--- config.mk ---
export PLATFORM = sky130hd
export DESIGN_NAME = cam_track_top
export DESIGN_NICKNAME = d
export VERILOG_FILES = /design/src/hw/cam_track_pkg.sv /design/src/hw/pixel_stream_if.sv /design/src/hw/cam_capture.sv /design/src/hw/cam_track_top.sv /design/src/hw/centroid_track.sv /design/src/hw/chroma_mask.sv /design/src/hw/crosshair_overlay.sv
export SDC_FILE = /design/constraint.sdc
export NUM_CORES = 1
export LEC_CHECK = 0
export ABC_CLOCK_PERIOD_IN_PS = 11300
export CAP_MARGIN = 40
export CORE_AREA = 8 8 197 199
export CTS_CLUSTER_DIAMETER = 200
export DETAILED_ROUTE_END_ITERATION = 12
export DIE_AREA = 0 0 205 207
export DONT_BUFFER_PORTS = 1
export HOLD_SLACK_MARGIN = 0.05
export PLACE_DENSITY = 0.65
export SKIP_LAST_GASP = 1
export SYNTH_ARGS = -nofsm -noshare
export SYNTH_HDL_FRONTEND = slang
export SYNTH_SLANG_ARGS = --single-unit
--- constraint.sdc ---
create_clock -name clk_camera -period 11.3 [get_ports clk_camera]
set_input_delay 2.26 -clock clk_camera [delete_from_list [all_inputs] [get_ports clk_camera]]
set_output_delay 2.26 -clock clk_camera [all_outputs]
set_load 0.05 [all_outputs]
--- src/hw/cam_track_pkg.sv ---
package cam_track_pkg;

   // active camera frame, 320x180 after the sensor's own scaling
   localparam int H_ACTIVE = 320;
   localparam int V_ACTIVE = 180;

   // count widths, enough for 0..319 and 0..179
   localparam int HCOUNT_W = 9;
   localparam int VCOUNT_W = 8;

   typedef logic [HCOUNT_W-1:0] hcount_t;
   typedef logic [VCOUNT_W-1:0] vcount_t;

   // rgb565 field view of a pixel word
   typedef struct packed {
      logic [4:0] red;
      logic [5:0] green;
      logic [4:0] blue;
   } rgb565_t;

   // one 16-bit pixel word, seen raw or split into colour fields
   typedef union packed {
      logic [15:0] raw;
      rgb565_t     rgb;
   } pixel_u;

   // centroid sums, sized for a fully marked frame
   // sum of all hcounts over a frame is about 9.2M
   localparam int SUM_X_W = 24;
   // sum of all vcounts over a frame is about 5.2M
   localparam int SUM_Y_W = 23;
   // marked pixel count, at most 57600
   localparam int NPIX_W = 16;

   // crosshair colour
   localparam logic [15:0] WHITE_PIXEL = 16'hFFFF;

endpackage

--- src/hw/pixel_stream_if.sv ---
`timescale 1ns/1ps

// pixel stream from capture into the chroma stage
// valid is a one-cycle strobe, other fields only meaningful with it
interface pixel_stream_if ();
   logic                   valid;
   cam_track_pkg::hcount_t hcount;
   cam_track_pkg::vcount_t vcount;
   cam_track_pkg::pixel_u  pixel;

   // producer side
   modport src (output valid, hcount, vcount, pixel);
   // consumer side
   modport snk (input valid, hcount, vcount, pixel);
endinterface

// pixel stream with its chroma mask bit
// one producer, read by both centroid and overlay
interface mask_stream_if ();
   logic                   valid;
   cam_track_pkg::hcount_t hcount;
   cam_track_pkg::vcount_t vcount;
   cam_track_pkg::pixel_u  pixel;
   // pixel falls inside the Cr window
   logic                   mask;

   // producer side
   modport src (output valid, hcount, vcount, pixel, mask);
   // consumer side, fans out to several readers
   modport snk (input valid, hcount, vcount, pixel, mask);
endinterface

--- src/hw/cam_capture.sv ---
`timescale 1ns/1ps

module cam_capture (
   input  logic        clk_i,
   input  logic        rst_i,
   input  logic [7:0]  cam_data_i,
   input  logic        cam_pclk_i,
   input  logic        cam_hsync_i,
   input  logic        cam_vsync_i,
   pixel_stream_if.src pix
);

   // two-flop synchronizers, all pins share the same delay
   logic [7:0] data_s0, data_s1;
   logic       pclk_s0, pclk_s1;
   logic       hsync_s0, hsync_s1;
   logic       vsync_s0, vsync_s1;

   // edge detect flops
   logic pclk_q;
   logic hsync_q;
   logic pclk_rise;
   logic hsync_fall;

   // byte pairing and position of the next pixel
   logic                   phase;
   logic [7:0]             hi_byte;
   cam_track_pkg::hcount_t h_next;
   cam_track_pkg::vcount_t v_next;

   // synchronizers and edge history
   always_ff @(posedge clk_i) begin
      if (rst_i) begin
         data_s0  <= '0;
         data_s1  <= '0;
         pclk_s0  <= 1'b0;
         pclk_s1  <= 1'b0;
         hsync_s0 <= 1'b0;
         hsync_s1 <= 1'b0;
         vsync_s0 <= 1'b0;
         vsync_s1 <= 1'b0;
         pclk_q   <= 1'b0;
         hsync_q  <= 1'b0;
      end else begin
         data_s0  <= cam_data_i;
         data_s1  <= data_s0;
         pclk_s0  <= cam_pclk_i;
         pclk_s1  <= pclk_s0;
         hsync_s0 <= cam_hsync_i;
         hsync_s1 <= hsync_s0;
         vsync_s0 <= cam_vsync_i;
         vsync_s1 <= vsync_s0;
         pclk_q   <= pclk_s1;
         hsync_q  <= hsync_s1;
      end
   end

   assign pclk_rise  = pclk_s1 && !pclk_q;
   assign hsync_fall = !hsync_s1 && hsync_q;

   // byte pairing, counters and output register
   always_ff @(posedge clk_i) begin
      if (rst_i) begin
         phase      <= 1'b0;
         hi_byte    <= '0;
         h_next     <= '0;
         v_next     <= '0;
         pix.valid  <= 1'b0;
         pix.hcount <= '0;
         pix.vcount <= '0;
         pix.pixel  <= '0;
      end else begin
         pix.valid <= 1'b0;
         if (vsync_s1) begin
            // new frame
            phase  <= 1'b0;
            v_next <= '0;
         end else if (hsync_fall) begin
            // line done, a lone high byte is dropped
            phase  <= 1'b0;
            h_next <= '0;
            v_next <= v_next + 1'b1;
         end else if (pclk_rise && hsync_s1) begin
            if (!phase) begin
               hi_byte <= data_s1;
               phase   <= 1'b1;
            end else begin
               // low byte completes the pixel
               phase         <= 1'b0;
               pix.valid     <= 1'b1;
               pix.hcount    <= h_next;
               pix.vcount    <= v_next;
               pix.pixel.raw <= {hi_byte, data_s1};
               h_next        <= h_next + 1'b1;
            end
         end
      end
   end

   // pixels are at least a pclk period apart
   a_valid_single : assert property (@(posedge clk_i) disable iff (rst_i)
      pix.valid |=> !pix.valid)
      else $error("capture valid high on two consecutive cycles");

   // line never longer than the active width
   a_hcount_range : assert property (@(posedge clk_i) disable iff (rst_i)
      pix.valid |-> (pix.hcount < cam_track_pkg::H_ACTIVE))
      else $error("capture hcount %0d beyond active line", pix.hcount);

endmodule

--- src/hw/cam_track_top.sv ---
`timescale 1ns/1ps

module cam_track_top #(
   // Cr window for the pink marker
   parameter logic [7:0] CR_LOW  = 8'hA0,
   parameter logic [7:0] CR_HIGH = 8'hF0
) (
   input  logic                   clk_camera,
   input  logic                   sys_rst_camera,
   // camera parallel bus
   input  logic [7:0]             cam_data_i,
   input  logic                   cam_pclk_i,
   input  logic                   cam_hsync_i,
   input  logic                   cam_vsync_i,
   // outgoing pixel stream with crosshair
   output logic                   pix_valid_o,
   output cam_track_pkg::hcount_t pix_hcount_o,
   output cam_track_pkg::vcount_t pix_vcount_o,
   output logic [15:0]            pix_data_o,
   output logic                   mask_o,
   // centre of mass, held between frames
   output cam_track_pkg::hcount_t com_x_o,
   output cam_track_pkg::vcount_t com_y_o,
   output logic                   com_valid_o
);

   // capture to chroma
   pixel_stream_if u_pix_if ();
   // chroma to centroid and overlay
   mask_stream_if  u_mask_if ();

   cam_capture u_capture (
      .clk_i       (clk_camera),
      .rst_i       (sys_rst_camera),
      .cam_data_i  (cam_data_i),
      .cam_pclk_i  (cam_pclk_i),
      .cam_hsync_i (cam_hsync_i),
      .cam_vsync_i (cam_vsync_i),
      .pix         (u_pix_if.src)
   );

   chroma_mask #(
      .CR_LOW  (CR_LOW),
      .CR_HIGH (CR_HIGH)
   ) u_chroma (
      .clk_i (clk_camera),
      .rst_i (sys_rst_camera),
      .pix   (u_pix_if.snk),
      .mpix  (u_mask_if.src)
   );

   centroid_track u_centroid (
      .clk_i       (clk_camera),
      .rst_i       (sys_rst_camera),
      .mpix        (u_mask_if.snk),
      .com_x_o     (com_x_o),
      .com_y_o     (com_y_o),
      .com_valid_o (com_valid_o)
   );

   // crosshair follows the last finished frame
   crosshair_overlay u_overlay (
      .clk_i        (clk_camera),
      .rst_i        (sys_rst_camera),
      .mpix         (u_mask_if.snk),
      .com_x_i      (com_x_o),
      .com_y_i      (com_y_o),
      .pix_valid_o  (pix_valid_o),
      .pix_hcount_o (pix_hcount_o),
      .pix_vcount_o (pix_vcount_o),
      .pix_data_o   (pix_data_o),
      .mask_o       (mask_o)
   );

endmodule

--- src/hw/centroid_track.sv ---
`timescale 1ns/1ps

module centroid_track (
   input  logic                   clk_i,
   input  logic                   rst_i,
   mask_stream_if.snk             mpix,
   output cam_track_pkg::hcount_t com_x_o,
   output cam_track_pkg::vcount_t com_y_o,
   output logic                   com_valid_o
);

   localparam int HW    = cam_track_pkg::HCOUNT_W;
   localparam int VW    = cam_track_pkg::VCOUNT_W;
   localparam int SX_W  = cam_track_pkg::SUM_X_W;
   localparam int SY_W  = cam_track_pkg::SUM_Y_W;
   localparam int N_W   = cam_track_pkg::NPIX_W;
   // remainder plus one guard bit, then the dividend and quotient
   localparam int ACC_W = N_W + 1 + SX_W;
   localparam int CNT_W = $clog2(SX_W);
   localparam cam_track_pkg::hcount_t LAST_H =
      cam_track_pkg::hcount_t'(cam_track_pkg::H_ACTIVE - 1);
   localparam cam_track_pkg::vcount_t LAST_V =
      cam_track_pkg::vcount_t'(cam_track_pkg::V_ACTIVE - 1);

   // one restoring division step on {remainder, dividend/quotient}
   function automatic logic [ACC_W-1:0] div_step(input logic [ACC_W-1:0] acc,
                                                 input logic [N_W-1:0]   dvs);
      logic [ACC_W-1:0] sh;
      logic [N_W:0]     rem;
      sh  = acc << 1;
      rem = sh[ACC_W-1 -: N_W+1];
      // subtract only when it fits, quotient bit enters at the bottom
      if (rem >= {1'b0, dvs}) begin
         sh[ACC_W-1 -: N_W+1] = rem - {1'b0, dvs};
         sh[0]                = 1'b1;
      end
      return sh;
   endfunction

   logic             hit;
   logic             last_pix;
   logic [SX_W-1:0]  sum_x, x_add, sum_x_tot;
   logic [SY_W-1:0]  sum_y, y_add, sum_y_tot;
   logic [N_W-1:0]   npix, npix_tot;
   logic             busy;
   logic [CNT_W-1:0] step_cnt;
   logic [ACC_W-1:0] acc_x, acc_y;
   logic [ACC_W-1:0] acc_x_nxt, acc_y_nxt;
   logic [N_W-1:0]   divisor;

   assign hit      = mpix.valid && mpix.mask;
   assign last_pix = mpix.valid && (mpix.hcount == LAST_H) && (mpix.vcount == LAST_V);

   // running totals including the pixel on the bus
   assign x_add     = hit ? {{(SX_W - HW){1'b0}}, mpix.hcount} : '0;
   assign y_add     = hit ? {{(SY_W - VW){1'b0}}, mpix.vcount} : '0;
   assign sum_x_tot = sum_x + x_add;
   assign sum_y_tot = sum_y + y_add;
   assign npix_tot  = npix + N_W'(hit);

   // both dividers share the divisor, y dividend is zero-extended
   assign acc_x_nxt = div_step(acc_x, divisor);
   assign acc_y_nxt = div_step(acc_y, divisor);

   // per-frame accumulators, emptied at the last pixel
   always_ff @(posedge clk_i) begin
      if (rst_i || last_pix) begin
         sum_x <= '0;
         sum_y <= '0;
         npix  <= '0;
      end else begin
         sum_x <= sum_x_tot;
         sum_y <= sum_y_tot;
         npix  <= npix_tot;
      end
   end

   // divider sequencing and held result
   always_ff @(posedge clk_i) begin
      if (rst_i) begin
         busy        <= 1'b0;
         step_cnt    <= '0;
         com_valid_o <= 1'b0;
         com_x_o     <= '0;
         com_y_o     <= '0;
      end else begin
         com_valid_o <= 1'b0;
         if (busy) begin
            step_cnt <= step_cnt + 1'b1;
            // final step, quotient goes straight into the held outputs
            if (step_cnt == CNT_W'(SX_W - 1)) begin
               busy        <= 1'b0;
               com_valid_o <= 1'b1;
               com_x_o     <= acc_x_nxt[HW-1:0];
               com_y_o     <= acc_y_nxt[VW-1:0];
            end
         end else if (last_pix && (npix_tot != '0)) begin
            // empty frame never starts, old centre stays
            busy     <= 1'b1;
            step_cnt <= '0;
         end
      end
   end

   // divider datapath
   always_ff @(posedge clk_i) begin
      if (busy) begin
         acc_x <= acc_x_nxt;
         acc_y <= acc_y_nxt;
      end else if (last_pix) begin
         acc_x   <= {{(ACC_W - SX_W){1'b0}}, sum_x_tot};
         acc_y   <= {{(ACC_W - SY_W){1'b0}}, sum_y_tot};
         divisor <= npix_tot;
      end
   end

   // frame gap must cover the divide
   a_no_overlap : assert property (@(posedge clk_i) disable iff (rst_i) busy |-> !last_pix)
      else $error("frame ended while centroid divide still running");

endmodule

--- src/hw/chroma_mask.sv ---
`timescale 1ns/1ps

module chroma_mask #(
   parameter logic [7:0] CR_LOW  = 8'hA0,
   parameter logic [7:0] CR_HIGH = 8'hF0
) (
   input  logic        clk_i,
   input  logic        rst_i,
   pixel_stream_if.snk pix,
   mask_stream_if.src  mpix
);

   // colour fields widened to 8 bits, low bits zero
   logic [7:0] r8, g8, b8;

   // stage 1 registers
   logic                   s1_valid;
   cam_track_pkg::hcount_t s1_hcount;
   cam_track_pkg::vcount_t s1_vcount;
   cam_track_pkg::pixel_u  s1_pixel;
   // scaled Cr before the offset, fits easily in 17 bits signed
   logic signed [16:0]     s1_sum;

   // stage 2 combinational Cr
   logic signed [16:0] cr_full;
   logic [7:0]         cr;

   assign r8 = {pix.pixel.rgb.red, 3'b000};
   assign g8 = {pix.pixel.rgb.green, 2'b00};
   assign b8 = {pix.pixel.rgb.blue, 3'b000};

   // Cr = 128 + (112 R - 94 G - 18 B) >> 8
   assign cr_full = 17'sd128 + (s1_sum >>> 8);
   assign cr      = cr_full[7:0];

   // stage 1, multiply and sum
   always_ff @(posedge clk_i) begin
      if (rst_i) begin
         s1_valid <= 1'b0;
      end else begin
         s1_valid <= pix.valid;
      end
      s1_hcount <= pix.hcount;
      s1_vcount <= pix.vcount;
      s1_pixel  <= pix.pixel;
      s1_sum    <= 17'sd112 * $signed({9'b0, r8})
                 - 17'sd94 * $signed({9'b0, g8})
                 - 17'sd18 * $signed({9'b0, b8});
   end

   // stage 2, window test, counts and pixel ride along
   always_ff @(posedge clk_i) begin
      if (rst_i) begin
         mpix.valid <= 1'b0;
      end else begin
         mpix.valid <= s1_valid;
      end
      mpix.hcount <= s1_hcount;
      mpix.vcount <= s1_vcount;
      mpix.pixel  <= s1_pixel;
      // inclusive at both ends
      mpix.mask   <= (cr >= CR_LOW) && (cr <= CR_HIGH);
   end

   // window must not be empty
   a_window_order : assert property (@(posedge clk_i) CR_LOW <= CR_HIGH)
      else $error("chroma window inverted, low %h high %h", CR_LOW, CR_HIGH);

endmodule

--- src/hw/crosshair_overlay.sv ---
`timescale 1ns/1ps

module crosshair_overlay (
   input  logic                   clk_i,
   input  logic                   rst_i,
   mask_stream_if.snk             mpix,
   input  cam_track_pkg::hcount_t com_x_i,
   input  cam_track_pkg::vcount_t com_y_i,
   output logic                   pix_valid_o,
   output cam_track_pkg::hcount_t pix_hcount_o,
   output cam_track_pkg::vcount_t pix_vcount_o,
   output logic [15:0]            pix_data_o,
   output logic                   mask_o
);

   // pixel sits on the crosshair row or column
   logic on_cross;

   assign on_cross = (mpix.hcount == com_x_i) || (mpix.vcount == com_y_i);

   always_ff @(posedge clk_i) begin
      if (rst_i) begin
         pix_valid_o  <= 1'b0;
         pix_hcount_o <= '0;
         pix_vcount_o <= '0;
      end else begin
         pix_valid_o  <= mpix.valid;
         pix_hcount_o <= mpix.hcount;
         pix_vcount_o <= mpix.vcount;
      end
      // white lines over the raw camera pixel
      pix_data_o <= on_cross ? cam_track_pkg::WHITE_PIXEL : mpix.pixel.raw;
      // mask unchanged
      mask_o     <= mpix.mask;
   end

endmodule

Yosys cells after proc, flatten, opt, wreduce, memory -nomap -nowiden
Index checks and enable logic that the tools add are counted.

operators by class
  eq/ne operators = 5
  $lt $le $gt $ge = 4
  bitwise operators = 5
  multiply operators = 3
  multiplexer cells = 21
  reductions and logical operators = 26
  add/subtract/negate cells = 11

operators by type and width
  kind                  number
  $mux 40               4
  $mux 9                4
  $ge 17x16->1          2
  $mux 16               2
  $sub 16x16->16        2
  $add 24x24->24        1
  $add 23x23->23        1
  $add 16x1->16         1
  $reduce_bool 16->1    1
  $sub 15x15->16        1
  $sub 16x14->16        1
  $mul 6x6->12 const A  1
  $mux 5                2
  $add 9x1->9 const B   1
  $eq 9x9->1            1
  $eq 9x9->1 const B    1
  $mul 4x5->9 const A   1
  $add 8x1->8 const B   1
  $add 8x8->8 const A   1
  $eq 8x8->1            1
  $eq 8x8->1 const B    1
  $ge 8x8->1 const B    1
  $le 8x8->1 const B    1
  $logic_and 1x1->1     8
  other kinds (15)      34

storage, ports and cells
  bits in registers = 387
  output and inout bits = 53

Longest topological paths before layout
  word-level depth = 6
  mapped depth = 22

Cells and area by module
Synthesis repeated with hierarchy kept, for this count alone.

second synthesis, totals
  cells, all modules = 1781
  area, all modules = 17937.2 µm²

modules (own cells, without submodules)
  module             area an instance (µm²)  cells each  instances
  centroid_track     10213.5                 1042        1
  chroma_mask        3568.4                  319         1
  cam_capture        3006.6                  325         1
  crosshair_overlay  1148.6                  95          1

Worst setup path after synthesis
OpenSTA, ideal clock, no wires.

  path kind = register to register
  start point = register u_capture.pix.pixel[8]
  end point = register u_chroma.s1_sum[14]
  stages on the path, launching flop included = 20
  path slack = 6292 ps
  clock period less this slack = 5008 ps
  data arrival time = 4946 ps
  setup time = 62 ps
  path buffers = 0
  cell sequence = dfxtp_1 -> inv_1 -> fa_1 -> inv_1 -> fa_1 -> inv_1 -> fa_1 -> inv_1 -> ha_1 -> inv_1 -> o21bai_1 -> xor2_1 -> fa_1 -> inv_1 -> ha_1 -> or2_2 -> a21oi_1 -> a21oi_1 -> or4b_2 -> nand3_1

on the way
  longest elaborated chain between the ends = 3

RTL lines
  item                    RTL line               source
  start: declaration      pixel_stream_if.sv:12  modport src (output valid, hcount, vcount, pixel);
  $mul 6x6->12            chroma_mask.sv:47      - 17'sd94 * $signed({9'b0, g8})
  $sub 15x15->16          chroma_mask.sv:47
  $sub 16x14->16          chroma_mask.sv:48      - 17'sd18 * $signed({9'b0, b8});
  end signal: assignment  chroma_mask.sv:46      s1_sum <= 17'sd112 * $signed({9'b0, r8})
  end: declaration        chroma_mask.sv:22      logic signed [16:0] s1_sum;

Every way passes these cells.
A chain may end at the register's enable or synchronous reset.

Worst setup path after layout
Same ends and word-level chain as after synthesis.

==> flow_results.xml <==
<?xml version="1.0" encoding="UTF-8"?>
<metrics>
  <group name="run_status">
    <metric name="run_status" unit="">finished clean</metric>
  </group>
  <group name="synthesis">
    <metric name="postSynthNetCount" unit="">1922</metric>
    <metric name="synth-warning-count" unit="">0</metric>
    <metric name="yosysTopAreaCell" unit="">dfxtp_1</metric>
    <metric name="unique_cell_type_count_in_the_yosys_netlist" unit="">72</metric>
    <metric name="synth-seq-cells" unit="">379</metric>
    <metric name="synth_top_cells_by_area" unit="">dfxtp_1 (32%), edfxtp_1 (16%), ha_1 (7.7%)</metric>
    <metric name="post-synth-top-count-cell" unit="">dfxtp_1</metric>
    <metric name="syn-cell-area" unit="mm2">0.0176</metric>
    <metric name="async_set_or_reset_register_ratio_after_synthesis" unit="%">0</metric>
    <metric name="syn-mean-instance-area" unit="um2">9.90</metric>
    <metric name="synth_largest_type_area_fraction" unit="%">32.2</metric>
    <metric name="synth-seq-area-share" unit="%">48.6</metric>
    <metric name="ys_dominant_reg_cell" unit="">dfxtp_1</metric>
    <metric name="synth_top_cells_by_count" unit="">dfxtp_1 (283), nand2_1 (171), a21oi_1 (146), inv_1 (116), ha_1 (108)</metric>
    <metric name="number_of_enable_type_register_cells_in_the_synthesized_netlist" unit="">96</metric>
    <metric name="synthesis.instances" unit="">1775</metric>
  </group>
  <group name="place">
    <metric name="gp_congestion" unit="">0.858</metric>
    <metric name="placement_stage_cell_area" unit="mm2">0.0181</metric>
    <metric name="dpl.hpwl" unit="mm">25.8</metric>
    <metric name="port_buf_inserts" unit="">0</metric>
  </group>
  <group name="cts">
    <metric name="cts_setup_buffers" unit="">0</metric>
    <metric name="cts.root.buffer_cell" unit="">clkbuf_16</metric>
    <metric name="tritoncts" unit="">built</metric>
    <metric name="sinks_on_clock_net" unit="">379</metric>
    <metric name="worst_skew_pair.late_latency" unit="ns">0.55</metric>
    <metric name="clk_pin_slew" unit="ns">0.06</metric>
    <metric name="h-tree-depth" unit="">2</metric>
    <metric name="cts_inserted_buffers" unit="">39</metric>
    <metric name="cts-resized-gates" unit="">0</metric>
    <metric name="hold_buffers_post_cts" unit="">0</metric>
    <metric name="max-clock-path-buffers" unit="">3</metric>
  </group>
  <group name="sta">
    <metric name="final_hold_viol_count" unit="">0</metric>
    <metric name="slew-limit-headroom" unit="%">41.0</metric>
    <metric name="fmax" unit="MHz">186</metric>
    <metric name="final-setup-viol-count" unit="">0</metric>
    <metric name="timing.clock.skew" unit="ns">0.0135</metric>
    <metric name="setup_repair_after_global_routing_missed_its_margin" unit="">no</metric>
    <metric name="timing.final.crit_share" unit="%">47.7</metric>
    <metric name="worst-slew-pin-transition" unit="ns">0.884</metric>
    <metric name="timing.final.crit_period" unit="ns">5.39</metric>
    <metric name="final-max-slew-violation-count" unit="">0</metric>
    <metric name="fin_tns_setup" unit="ns">0</metric>
  </group>
  <group name="setup_path">
    <metric name="timing.critical_path.slowest_cell_delay" unit="ns">0.64</metric>
    <metric name="cp_data_required_time" unit="ns">11.78</metric>
    <metric name="crit_path_end_kind" unit="">flip-flop</metric>
    <metric name="critical_path.startpoint_type" unit="">flip-flop</metric>
    <metric name="timing.critical_path.cells" unit="">inv_1 &gt; fa_1 &gt; inv_1 &gt; fa_1 &gt; inv_1 &gt; fa_1 &gt; inv_1 &gt; ha_1 &gt; inv_1 &gt; o21bai_1 &gt; xor2_1 &gt; fa_1 &gt; inv_1 &gt; ha_1 &gt; or2_2 &gt; a21oi_1 &gt; a21oi_1 &gt; or4b_2 &gt; nand3_1</metric>
    <metric name="critical_path.startpoint" unit="">u_capture.pix.pixel[8]$_SDFFE_PP0P_</metric>
    <metric name="path_common_cell" unit="">inv_1</metric>
    <metric name="crit_fanout" unit="">6</metric>
    <metric name="cp_slowest_cell" unit="">or4b_2</metric>
    <metric name="worstPathBufferInverterCount" unit="">6</metric>
    <metric name="crit_arrival" unit="ns">5.87</metric>
    <metric name="critPathTopFamily" unit="">adder cells</metric>
    <metric name="critPathKind" unit="">flip-flop to flip-flop</metric>
    <metric name="r2r-start" unit="">u_capture.pix.pixel[8]$_SDFFE_PP0P_</metric>
  </group>
  <group name="pwr">
    <metric name="power_switching" unit="W">0.000555</metric>
    <metric name="clockPowerShare" unit="%">49.6</metric>
    <metric name="sequential_group_share_of_total_power" unit="%">50.1</metric>
    <metric name="part_of_the_total_power_dissipated_in_combinational_logic" unit="%">0.4</metric>
    <metric name="power.share.switching" unit="%">20.0</metric>
    <metric name="total_leakage_power" unit="nW">7.89</metric>
    <metric name="post-layout-total-power" unit="W">0.00278</metric>
    <metric name="power_per_standard_cell_area" unit="mW/mm2">142</metric>
    <metric name="vdd_drop_max" unit="V">0.000228</metric>
    <metric name="internal_power" unit="W">0.00222</metric>
  </group>
  <group name="layout">
    <metric name="areaGrowthSynthToFinish" unit="%">11.0</metric>
    <metric name="final_design_area_no_fill" unit="mm2">0.0195</metric>
    <metric name="multi_input_comb_area" unit="mm2">0.00839</metric>
    <metric name="share_of_layout_cells_above_drive_strength_1" unit="%">7.16</metric>
    <metric name="antenna_cells_inserted" unit="">0</metric>
    <metric name="filler_cell_count" unit="">3250</metric>
    <metric name="nets" unit="">1918</metric>
    <metric name="area.sequential" unit="mm2">0.00855</metric>
  </group>
  <group name="routing">
    <metric name="drcViolationCount" unit="">0</metric>
    <metric name="routed_wl" unit="mm">37.0</metric>
    <metric name="drt_first_iter_violations" unit="">579</metric>
    <metric name="avgRoutedWirePerCell" unit="um">16.3</metric>
    <metric name="viasPerCell" unit="">5.42</metric>
    <metric name="drt_pass1_iterations" unit="">5</metric>
    <metric name="detail-route-antenna-nets" unit="">0</metric>
    <metric name="dr_total_vias" unit="">12300</metric>
  </group>
  <group name="global_route">
    <metric name="grt_pass1_vias" unit="">12300</metric>
    <metric name="grt_antenna_before_repair" unit="">0</metric>
    <metric name="grt_start_max_net_pins" unit="">123</metric>
    <metric name="track_usage" unit="%">17.4</metric>
    <metric name="first_pass_grt_wire_length" unit="mm">61.8</metric>
    <metric name="global_route.overflow_total" unit="">0</metric>
  </group>
  <group name="min_path">
    <metric name="hold_path_class" unit="">flip-flop to flip-flop</metric>
    <metric name="worst_hold_startpoint" unit="">u_chroma.s1_hcount[7]$_DFF_P_</metric>
  </group>
  <group name="floorplanning">
    <metric name="fp-row-count" unit="">70</metric>
    <metric name="start_util" unit="%">48.9</metric>
    <metric name="area_of_the_placeable_core" unit="mm2">0.0359</metric>
    <metric name="die_h" unit="um">207</metric>
    <metric name="die_span_x" unit="um">205</metric>
    <metric name="io_pins" unit="">66</metric>
    <metric name="die_area" unit="mm2">0.0424</metric>
  </group>
  <group name="flow_run">
    <metric name="max_cap_check_violation_count" unit="">0</metric>
  </group>
</metrics>
power by group through the flow:
stage	clock [W]	sequential [W]	combinational, W
final	0.00138	0.00139	0.0000104
after global routing	0.00147	0.00139	0.0000114
after CTS	0.00141	0.00139	0.0000106
after detailed placement	0	0.00142	0.0000106
after global placement	0	0.00142	0.00000986
after floorplan	0	0.00142	0.0000129
flip-flops by register name, summed over array words and instances, names as in the netlist, 16 cells and up:
signal	cells
u_capture.pix.pixel	16
u_centroid.acc_x	40
u_centroid.acc_y	40
u_centroid.divisor	16
u_centroid.npix	16
u_centroid.sum_x	24
u_centroid.sum_y	23
u_chroma.mpix.pixel	16
u_chroma.s1_pixel	16
u_overlay.pix_data_o	16
worst paths after layout:
| check | end | slack [ns] | depth (start not counted) |
|---|---|---|---|
| min | u_chroma.mpix.hcount[7]$_DFF_P_ | 0.32 | 0 |
| max | u_chroma.s1_sum[14]$_DFF_P_ | 5.91 | 19 |
| max reg2reg | u_chroma.s1_sum[14]$_DFF_P_ | 5.91 | 19 |
| min reg2reg | u_chroma.mpix.hcount[7]$_DFF_P_ | 0.32 | 0 |
final cells by class:
cell class | instances | share of cell area [%]
clock inverter | 17 | 1.31
inverter | 117 | 2.25
multi-input combinational | 1219 | 43.0
tap | 468 | 3.00
timing repair buffer | 15 | 0.654
sequential | 379 | 43.8
clock buffer | 54 | 5.98
layout by cell type (no fill, tap or decap), types with 8 or more instances in the layout:
cell type | netlist | final
inv_1 | 116 | 116
a21o_1 | 15 | 15
a31oi_1 | 11 | 10
xnor2_1 | 56 | 56
and3_1 | 28 | 28
nand3_1 | 62 | 62
clkbuf_16 | 0 | 43
nand2b_1 | 23 | 23
nor2b_1 | 57 | 57
dfxtp_1 | 283 | 283
xor2_1 | 57 | 57
clkinv_2 | 0 | 8
a211oi_1 | 22 | 21
o21a_1 | 17 | 17
nor4_1 | 8 | 8
buf_4 | 0 | 12
edfxtp_1 | 96 | 96
nor3_1 | 24 | 24
ha_1 | 108 | 108
fa_1 | 26 | 26
and2_1 | 49 | 49
or3_1 | 9 | 9
mux2i_1 | 10 | 10
nand4_1 | 14 | 14
o211ai_1 | 8 | 8
o21ai_0 | 78 | 78
mux2_2 | 27 | 27
nand2_1 | 171 | 170
nor2_1 | 101 | 101
a21oi_1 | 146 | 145
kinds of logic after synthesis:
logic type                 Yosys count  synth area share, %
buffers and inverters              177                 3.79
xor gates and xnor gates           113                 5.63
AOI/OAI and AO/OA                  358                 12.5
adders and majority gates          134                 10.6
and+or+nand+nor                    576                 16.4
DFF                                379                 48.6
muxes                               38                 2.38
metal layers:
layer / wire length (um) / part of all wire, % / track usage (%)
met1: 16500 / 45 / 22.1
met2: 17700 / 48 / 29.3
met3: 1860 / 5.0 / 3.78
met4: 894 / 2.4 / 5.28
met5: 0 / 0 / 0
through the flow:
step           hold WS, ns  setup slack [ns]  cells  utilization [%]
2_1_floorplan        0.310              6.29   1775                -
3_3_place_gp         0.310              6.08   2194             50.2
3_5_place_dp         0.312              5.93   2198             50.4
4_1_cts              0.318              5.90   2269             54.3
5_1_grt              0.331              5.61   2269             54.3
6_report             0.324              5.91   2269             54.3
No activity file was read; power rests on OpenSTA's default activity.
